--- src/common/core_params.svh ---
`ifndef CORE_PARAMS_SVH
`define CORE_PARAMS_SVH

// Datapath width
`define XLEN 32

// Destination register index width
`define REG_IDX_W 5

// Reorder buffer entries, the tag wraps modulo this depth
`define ROB_DEPTH 10

// Reorder buffer tag width
`define ROB_IDX_W 4

// Multiplier latency in pipeline stages
`define MUL_STAGES 3

`endif

--- src/common/core_pkg.sv ---
`include "core_params.svh"

package core_pkg;

    // Operations accepted at issue
    typedef enum logic [2:0] {
        OP_ADD = 3'd0,
        OP_SUB = 3'd1,
        OP_AND = 3'd2,
        OP_OR  = 3'd3,
        OP_XOR = 3'd4,
        OP_SLL = 3'd5,
        OP_MUL = 3'd6
    } op_t;

    // Operation after it has been given a buffer entry
    typedef struct packed {
        op_t                   op;
        logic [`XLEN-1:0]      a;
        logic [`XLEN-1:0]      b;
        logic [`ROB_IDX_W-1:0] tag;
    } issue_t;

    // Multiplier stage payload
    // Product travels in lo once the cross terms are folded in
    typedef struct packed {
        logic [`XLEN-1:0]      lo;
        logic [`XLEN-1:0]      cross_a;
        logic [`XLEN-1:0]      cross_b;
        logic [`ROB_IDX_W-1:0] tag;
    } mul_req_t;

    // Result written back into the buffer
    typedef struct packed {
        logic [`ROB_IDX_W-1:0] tag;
        logic [`XLEN-1:0]      value;
    } completion_t;

endpackage

--- src/rob/reorder_buffer.sv ---
`timescale 1ns/1ns
`include "core_params.svh"

module reorder_buffer
    import core_pkg::*;
(
    input  logic                  clk,
    input  logic                  reset,
    input  logic                  flush,

    // Allocation
    input  logic                  issue_valid,
    input  logic [`REG_IDX_W-1:0] issue_rd,
    output logic                  alloc_fire,
    output logic [`ROB_IDX_W-1:0] alloc_tag,
    output logic                  full,

    // Completion ports
    input  logic                  alu_done,
    input  logic [`ROB_IDX_W-1:0] alu_tag,
    input  logic [`XLEN-1:0]      alu_value,
    input  logic                  mul_done,
    input  logic [`ROB_IDX_W-1:0] mul_tag,
    input  logic [`XLEN-1:0]      mul_value,

    // Commit
    output logic                  commit_valid,
    output logic [`REG_IDX_W-1:0] commit_rd,
    output logic [`XLEN-1:0]      commit_value
);

    localparam int IDX_W   = `ROB_IDX_W;
    localparam int CNT_W   = $clog2(`ROB_DEPTH + 1);
    localparam int N_PORTS = 2;
    localparam logic [CNT_W-1:0] DEPTH    = CNT_W'(`ROB_DEPTH);
    localparam logic [IDX_W-1:0] LAST_IDX = IDX_W'(`ROB_DEPTH - 1);

    logic                  busy   [`ROB_DEPTH];
    logic                  done   [`ROB_DEPTH];
    logic [`REG_IDX_W-1:0] dest   [`ROB_DEPTH];
    logic [`XLEN-1:0]      result [`ROB_DEPTH];

    logic [IDX_W-1:0] head;
    logic [IDX_W-1:0] tail;
    logic [CNT_W-1:0] count;
    logic             retire;

    completion_t cpl       [N_PORTS];
    logic        cpl_valid [N_PORTS];

    // Circular index step, wraps at depth rather than at a power of two
    function automatic logic [IDX_W-1:0] next_idx(input logic [IDX_W-1:0] idx);
        return (idx == LAST_IDX) ? '0 : idx + 1'b1;
    endfunction

    assign full       = (count == DEPTH);
    assign alloc_fire = issue_valid && !full && !flush;
    assign alloc_tag  = tail;

    // Head retires only once its result is in
    assign retire = busy[head] && done[head] && !flush;

    always_comb begin
        cpl_valid[0]  = alu_done;
        cpl[0].tag    = alu_tag;
        cpl[0].value  = alu_value;
        cpl_valid[1]  = mul_done;
        cpl[1].tag    = mul_tag;
        cpl[1].value  = mul_value;
    end

    // Pointers and occupancy
    always_ff @(posedge clk) begin
        if (reset || flush) begin
            head  <= '0;
            tail  <= '0;
            count <= '0;
        end else begin
            if (alloc_fire) begin
                tail <= next_idx(tail);
            end
            if (retire) begin
                head <= next_idx(head);
            end
            count <= count + CNT_W'(alloc_fire) - CNT_W'(retire);
        end
    end

    // Entry status
    always_ff @(posedge clk) begin
        if (reset || flush) begin
            for (int i = 0; i < `ROB_DEPTH; i++) begin
                busy[i] <= 1'b0;
                done[i] <= 1'b0;
            end
        end else begin
            if (alloc_fire) begin
                busy[tail] <= 1'b1;
                done[tail] <= 1'b0;
            end
            // Both ports may land together, tags never collide
            for (int p = 0; p < N_PORTS; p++) begin
                if (cpl_valid[p] && busy[cpl[p].tag]) begin
                    done[cpl[p].tag] <= 1'b1;
                end
            end
            if (retire) begin
                busy[head] <= 1'b0;
            end
        end
    end

    // Entry payload
    always_ff @(posedge clk) begin
        if (alloc_fire) begin
            dest[tail] <= issue_rd;
        end
        for (int p = 0; p < N_PORTS; p++) begin
            if (cpl_valid[p]) begin
                result[cpl[p].tag] <= cpl[p].value;
            end
        end
    end

    // Registered commit port
    always_ff @(posedge clk) begin
        if (reset || flush) begin
            commit_valid <= 1'b0;
        end else begin
            commit_valid <= retire;
        end
    end

    always_ff @(posedge clk) begin
        if (retire) begin
            commit_rd    <= dest[head];
            commit_value <= result[head];
        end
    end

endmodule

--- src/verilog/alu_unit.sv ---
`timescale 1ns/1ns
`include "core_params.svh"

module alu_unit
    import core_pkg::*;
(
    input  logic                  clk,
    input  logic                  reset,
    input  logic                  flush,
    input  logic                  in_valid,
    input  op_t                   in_op,
    input  logic [`XLEN-1:0]      in_a,
    input  logic [`XLEN-1:0]      in_b,
    input  logic [`ROB_IDX_W-1:0] in_tag,
    output logic                  done,
    output logic [`ROB_IDX_W-1:0] done_tag,
    output logic [`XLEN-1:0]      done_value
);

    localparam int SHAMT_W = $clog2(`XLEN);

    logic             fire;
    logic [`XLEN-1:0] result;
    completion_t      done_q;

    // Multiplies are handled by mul_pipe
    assign fire = in_valid && (in_op != OP_MUL);

    always_comb begin
        case (in_op)
            OP_ADD:  result = in_a + in_b;
            OP_SUB:  result = in_a - in_b;
            OP_AND:  result = in_a & in_b;
            OP_OR:   result = in_a | in_b;
            OP_XOR:  result = in_a ^ in_b;
            OP_SLL:  result = in_a << in_b[SHAMT_W-1:0];
            default: result = '0;
        endcase
    end

    always_ff @(posedge clk) begin
        if (reset || flush) begin
            done <= 1'b0;
        end else begin
            done <= fire;
        end
    end

    always_ff @(posedge clk) begin
        if (fire) begin
            done_q.tag   <= in_tag;
            done_q.value <= result;
        end
    end

    assign done_tag   = done_q.tag;
    assign done_value = done_q.value;

endmodule

--- src/verilog/backend_core.sv ---
`timescale 1ns/1ns
`include "core_params.svh"

module backend_core
    import core_pkg::*;
(
    input  logic                  clk,
    input  logic                  reset,
    input  logic                  flush,

    // Issue side
    input  logic                  issue_valid,
    input  op_t                   issue_op,
    input  logic [`XLEN-1:0]      issue_a,
    input  logic [`XLEN-1:0]      issue_b,
    input  logic [`REG_IDX_W-1:0] issue_rd,
    output logic                  full,

    // Retire side
    output logic                  commit_valid,
    output logic [`REG_IDX_W-1:0] commit_rd,
    output logic [`XLEN-1:0]      commit_value
);

    // Allocation
    logic                  alloc_fire;
    logic [`ROB_IDX_W-1:0] alloc_tag;
    issue_t                issue_in;

    // Issue register to execute units
    logic                  ex_valid;
    issue_t                ex_data;

    // Completions
    logic                  alu_done;
    logic [`ROB_IDX_W-1:0] alu_tag;
    logic [`XLEN-1:0]      alu_value;
    logic                  mul_done;
    logic [`ROB_IDX_W-1:0] mul_tag;
    logic [`XLEN-1:0]      mul_value;

    assign issue_in = '{op: issue_op, a: issue_a, b: issue_b, tag: alloc_tag};

    pipe_reg #(.payload_t(issue_t)) issue_stage (
        .clk       (clk),
        .reset     (reset),
        .flush     (flush),
        .in_valid  (alloc_fire),
        .in_data   (issue_in),
        .out_valid (ex_valid),
        .out_data  (ex_data)
    );

    // Each unit picks its own operations off the shared issue register
    alu_unit alu (
        .clk        (clk),
        .reset      (reset),
        .flush      (flush),
        .in_valid   (ex_valid),
        .in_op      (ex_data.op),
        .in_a       (ex_data.a),
        .in_b       (ex_data.b),
        .in_tag     (ex_data.tag),
        .done       (alu_done),
        .done_tag   (alu_tag),
        .done_value (alu_value)
    );

    mul_pipe mul (
        .clk        (clk),
        .reset      (reset),
        .flush      (flush),
        .in_valid   (ex_valid),
        .in_op      (ex_data.op),
        .in_a       (ex_data.a),
        .in_b       (ex_data.b),
        .in_tag     (ex_data.tag),
        .done       (mul_done),
        .done_tag   (mul_tag),
        .done_value (mul_value)
    );

    reorder_buffer rob (
        .clk          (clk),
        .reset        (reset),
        .flush        (flush),
        .issue_valid  (issue_valid),
        .issue_rd     (issue_rd),
        .alloc_fire   (alloc_fire),
        .alloc_tag    (alloc_tag),
        .full         (full),
        .alu_done     (alu_done),
        .alu_tag      (alu_tag),
        .alu_value    (alu_value),
        .mul_done     (mul_done),
        .mul_tag      (mul_tag),
        .mul_value    (mul_value),
        .commit_valid (commit_valid),
        .commit_rd    (commit_rd),
        .commit_value (commit_value)
    );

endmodule

--- src/verilog/mul_pipe.sv ---
`timescale 1ns/1ns
`include "core_params.svh"

module mul_pipe
    import core_pkg::*;
(
    input  logic                  clk,
    input  logic                  reset,
    input  logic                  flush,
    input  logic                  in_valid,
    input  op_t                   in_op,
    input  logic [`XLEN-1:0]      in_a,
    input  logic [`XLEN-1:0]      in_b,
    input  logic [`ROB_IDX_W-1:0] in_tag,
    output logic                  done,
    output logic [`ROB_IDX_W-1:0] done_tag,
    output logic [`XLEN-1:0]      done_value
);

    localparam int HALF = `XLEN / 2;

    logic        accept;
    logic        s1_valid;
    logic        s2_valid;
    mul_req_t    s1_in;
    mul_req_t    s1_out;
    mul_req_t    s2_in;
    mul_req_t    s2_out;
    completion_t done_q;

    // Stages below are written out for a depth of three
    if (`MUL_STAGES != 3) begin : g_depth_check
        $error("mul_pipe expects a three stage multiplier");
    end

    assign accept = in_valid && (in_op == OP_MUL);

    // High by high term lands above bit XLEN-1 and is never formed
    always_comb begin
        s1_in.lo      = in_a[HALF-1:0] * in_b[HALF-1:0];
        s1_in.cross_a = in_a[`XLEN-1:HALF] * in_b[HALF-1:0];
        s1_in.cross_b = in_a[HALF-1:0] * in_b[`XLEN-1:HALF];
        s1_in.tag     = in_tag;
    end

    pipe_reg #(.payload_t(mul_req_t)) stage_1 (
        .clk       (clk),
        .reset     (reset),
        .flush     (flush),
        .in_valid  (accept),
        .in_data   (s1_in),
        .out_valid (s1_valid),
        .out_data  (s1_out)
    );

    // Fold cross terms into the low product
    always_comb begin
        s2_in.lo      = s1_out.lo + ((s1_out.cross_a + s1_out.cross_b) << HALF);
        s2_in.cross_a = '0;
        s2_in.cross_b = '0;
        s2_in.tag     = s1_out.tag;
    end

    pipe_reg #(.payload_t(mul_req_t)) stage_2 (
        .clk       (clk),
        .reset     (reset),
        .flush     (flush),
        .in_valid  (s1_valid),
        .in_data   (s2_in),
        .out_valid (s2_valid),
        .out_data  (s2_out)
    );

    // Completion register
    always_ff @(posedge clk) begin
        if (reset || flush) begin
            done <= 1'b0;
        end else begin
            done <= s2_valid;
        end
    end

    always_ff @(posedge clk) begin
        if (s2_valid) begin
            done_q.tag   <= s2_out.tag;
            done_q.value <= s2_out.lo;
        end
    end

    assign done_tag   = done_q.tag;
    assign done_value = done_q.value;

endmodule

--- src/verilog/pipe_reg.sv ---
`timescale 1ns/1ns

module pipe_reg
    import core_pkg::*;
#(
    parameter type payload_t = issue_t
) (
    input  logic     clk,
    input  logic     reset,
    input  logic     flush,
    input  logic     in_valid,
    input  payload_t in_data,
    output logic     out_valid,
    output payload_t out_data
);

    // Valid flag drops on reset and on flush
    always_ff @(posedge clk) begin
        if (reset || flush) begin
            out_valid <= 1'b0;
        end else begin
            out_valid <= in_valid;
        end
    end

    // Payload only moves with a valid input
    always_ff @(posedge clk) begin
        if (in_valid) begin
            out_data <= in_data;
        end
    end

endmodule
--- config.mk ---
export PLATFORM = sky130hd
export DESIGN_NAME = backend_core
export DESIGN_NICKNAME = d
export VERILOG_FILES = /design/src/common/core_pkg.sv /design/src/rob/reorder_buffer.sv /design/src/verilog/alu_unit.sv /design/src/verilog/backend_core.sv /design/src/verilog/mul_pipe.sv /design/src/verilog/pipe_reg.sv
export VERILOG_INCLUDE_DIRS = /design/src /design/src/common
export SDC_FILE = /design/constraint.sdc
export NUM_CORES = 2
export LEC_CHECK = 0
export ABC_AREA = 1
export BUFFER_PORTS_ARGS = -buffer_cell sky130_fd_sc_hd__buf_2
export CAP_MARGIN = 20
export CORE_UTILIZATION = 39
export DETAILED_ROUTE_END_ITERATION = 8
export RECOVER_POWER = 25
export SLEW_MARGIN = 40
export SYNTH_ARGS = -nofsm -noshare
export SYNTH_HDL_FRONTEND = slang
export SYNTH_SLANG_ARGS = --single-unit
--- constraint.sdc ---
create_clock -name clk -period 7.4 [get_ports clk]
set_input_delay 1.11 -clock clk [delete_from_list [all_inputs] [get_ports clk]]
set_output_delay 1.11 -clock clk [all_outputs]
set_load 0.005 [all_outputs]
==> impl_metrics.csv <==
group,metric,value,unit
clock_network,h-tree-depth,3,
clock_network,path_clk_slew,60,ps
worst_setup_path,endpoint_kind,"register",
clock_network,cts_made_buffers,83,
synth,synth.cell_area,53550,sq um
worst_setup_path,worstPathArrival,6780,ps
floorplanning,boundaryPins,115,
worst_setup_path,critPathSlowestCell,"edfxtp_1",
worst_setup_path,worstSetupStartpointType,"register",
worst_setup_path,r2r.worst_path.cells,23,
status,outcome,"complete, but fails checks",
sta,fin_tns_setup,0,ps
worst_setup_path,worstPathRequired,7840,ps
sta,post-route-min-period,6339,ps
routing,vias,42835,
floorplanning,start_util,0.3943,
power,leakagePower,27.32,nW
synth,ys.flop_type,"edfxtp_1",
sta,max_freq,157.7,MHz
status,violations,"max-capacitance violations, max-slew violations",
hold_path,hold_end,"mul.stage_2.out_data[77]",
sta,skew,54.79,ps
floorplanning,design.die.area,138800,sq um
grt,grt-ovfl-total,0,
synth,yosys_warnings,0,
layout,final_common_cell,"nand2_1",
synth,syn_nets,6900,
grt,antenna_found_initial,8,
floorplanning,die_y,372.6,um
sta,rsz0062_at_grt,"false",
clock_network,hold_buffers,0,
grt,track_usage,0.2481,
grt,global_route.usage.met3,0.03311,
synth,postSynthCellCount,6132,
routing,drc,0,
grt,grt_pass1_wl,258000,um
floorplanning,num_rows,135,
clock_network,cts.sink_count,716,
hold_path,hp-class,"register to register",
synth,synth_edf_count,654,
layout,most-common-layout-cells,"nand2_1, inv_1, edfxtp_1",
placement,post-dp-hpwl,123600,um
sta,slew_headroom,-1.828,
routing,wl_per_cell,21.60,um
run,cap_violations,7,
synth,ys_ff_latch,716,
placement,portBuffers,114,
placement,gp_congestion,0.9745,
sta,tightestPinTransition,4243,ps
power,power_density,276.3,nW/um^2
floorplanning,fp.coreArea,135800,sq um
clock_network,insertion_delay,730,ps
clock_network,clockBufferDepth,3,
worst_setup_path,r2r-start,"issue_stage.out_data[42]",
routing,drt_wl_total,172300,um
clock_network,post_cts.repair.setup_buffers,0,
worst_setup_path,path_class,"register to register",
worst_setup_path,crit_chain,"buf_4 -> nand2_1 -> fa_1 -> inv_1 -> fa_1 -> fa_1 -> fa_1 -> fa_1 -> inv_1 -> fa_1 -> inv_1 -> ha_1 -> nand2_1 -> inv_1 -> nand2_1 -> nor3_1 -> nand4_1 -> nand3_1 -> nand2_1 -> nand2_1 -> nand2_1 -> nand3_1 -> nand2_1",
worst_setup_path,cp_common_cell,"nand2_1",
grt,use_met2,0.4047,
power,irDropWorstVdd,0.0003357,V
synth,async_flop_share,0,
sta,slew_viol_final,394,
worst_setup_path,critical_path.max_stage_delay,750,ps
layout,layout.nets,6896,
grt,grt_pass1_vias,41661,
synth,synth_cell_types,60,
power,finalPower,0.01627,W
sta,finalHoldViolCount,0,
layout,layout-drive-gt1-share,0.06105,
layout,area_growth_syn_to_layout,9.963,%
routing,ant_nets,0,
grt,grt_busiest_layer,"met2",
clock_network,cts_tree,"built",
synth,postSynthAreaPerCell,8.733,sq um
clock_network,cts_resized,0,
sta,timing.hold.ws,408.3,ps
routing,drt_iter0_drc,4457,
worst_setup_path,reg2reg_slack,1060,ps
hold_path,hold_path_depth,0,
worst_setup_path,timing.rr.end,"mul.stage_1.out_data[96]",
sta,finalCritPeriodShare,0.8567,
clock_network,cts-root-buf,"clkbuf_16",
floorplanning,die_w,372.6,um
grt,grt_max_degree,69,
worst_setup_path,path_max_fanout,18,
synth,synth-seq-area-share,0.3899,
sta,setup_viol,0,
hold_path,min_from,"mul.stage_1.out_data[77]",
grt,gr-usage-met1,0.3314,
routing,avgViaCountPerCell,5.370,
routing,dr.pass1.iters,6,
[layer usage]
metal | up-vias | wire (um)
met5 | - | 40
met4 | 6 | 7361
met3 | 339 | 13130
met2 | 1798 | 80110
met1 | 20847 | 71640
li1 | 19845 | -
[worst max-delay path by stage]
stage | start | to | depth (start not counted)
2_1_floorplan | issue_valid | rob.dest[2][0] | 4
3_3_place_gp | issue_stage.out_data[42] | mul.stage_1.out_data[96] | 23
3_5_place_dp | issue_stage.out_data[9] | mul.stage_1.out_data[96] | 25
4_1_cts | issue_stage.out_data[42] | mul.stage_1.out_data[96] | 23
5_1_grt | issue_stage.out_data[36] | mul.stage_1.out_data[17] | 21
6_report | issue_stage.out_data[42] | mul.stage_1.out_data[96] | 23
[logic make-up (layout without fill, tap and decap cells)]
group                    after synthesis  in the layout  share of synthesized area
buffers and inverters               1387           1447                    0.09986
adder cells (fa/ha/maj)              692            692                     0.2119
flip-flops                           716            716                     0.3899
AND/OR/NAND/NOR                     2162           2162                     0.1644
AO/OA/AOI/OAI                       1039           1039                     0.1116
XOR/XNOR                             131            131                    0.02143
multiplexers                           5              5                  0.0009346
other                                  0              4                          0
[synth_stat cells (8+ instances only)]
library cell	count	area, sq um
a21o_1	14	105.1
a21oi_1	258	1291
a221oi_1	16	140.1
a22oi_1	155	1164
a31oi_1	11	68.82
buf_1	69	259.0
buf_2	58	290.3
clkbuf_1	176	660.6
dfxtp_1	62	1241
edfxtp_1	654	19640
fa_1	358	7167
ha_1	334	4179
inv_1	1060	3979
nand2_1	1465	5499
nand3_1	206	1031
nand3b_1	13	97.59
nand4_1	22	137.6
nor2_1	317	1190
nor3_1	61	305.3
nor4_1	8	50.05
o211ai_1	51	382.9
o21a_1	11	82.58
o21ai_0	463	2317
o21ai_1	21	105.1
o21bai_1	10	75.07
or2_2	10	62.56
or3_1	37	231.5
xnor2_1	28	245.2
xor2_1	103	902.1
[power by group]
group	switching [W]	total [W]	internal [W]
Clock	0.00187	0.00425	0.00237
Combinational	0.00461	0.00715	0.00255
Sequential	0.0000969	0.00487	0.00477
Total	0.00657	0.0163	0.00969
[through the flow]
stage | cells | setup slack [ps] | cell area, sq um | util
after floorplan | 6132 | 827.4 | 53550 | -
after global placement | 7804 | 1148 | 55950 | 0.4120
after detailed placement | 7818 | 1133 | 56150 | 0.4135
after CTS | 7967 | 1082 | 58910 | 0.4338
after global routing | 7974 | 731.8 | 58880 | 0.4335
final | 7977 | 1061 | 58890 | 0.4336
[cell type report]
cell class,instances,area (sq um)
Multi-Input combinational cell,4029,27510
Timing Repair Buffer,226,1476
Clock buffer,97,2161
Antenna cell,4,10.01
Clock inverter,52,595.6
Inverter,1072,4026
Fill cell,13268,76920
Tap cell,1781,2228
Sequential cell,716,20880
[state kept, by name (all words and copies together), names as in the netlist, 5 cells and up, named ones only]
signal	cells
mul.done_value	32
mul.stage_1.out_data	68
rob.busy	16
rob.done	16
rob.dest	50
mul.stage_2.out_data	36
issue_stage.out_data	71
rob.commit_rd	5
rob.result	320
rob.commit_value	32
alu.done_value	32
[worst max-delay path: cells and delay by family, from the launching register on]
| kind | cells | cell delay (ps) |
|---|---|---|
| flip-flops | 1 | 750 |
| buffers and inverters | 5 | 660 |
| AND/OR/NAND/NOR | 11 | 1340 |
| adder cells (fa/ha/maj) | 7 | 3330 |
Power figures use the tool's default switching activity.
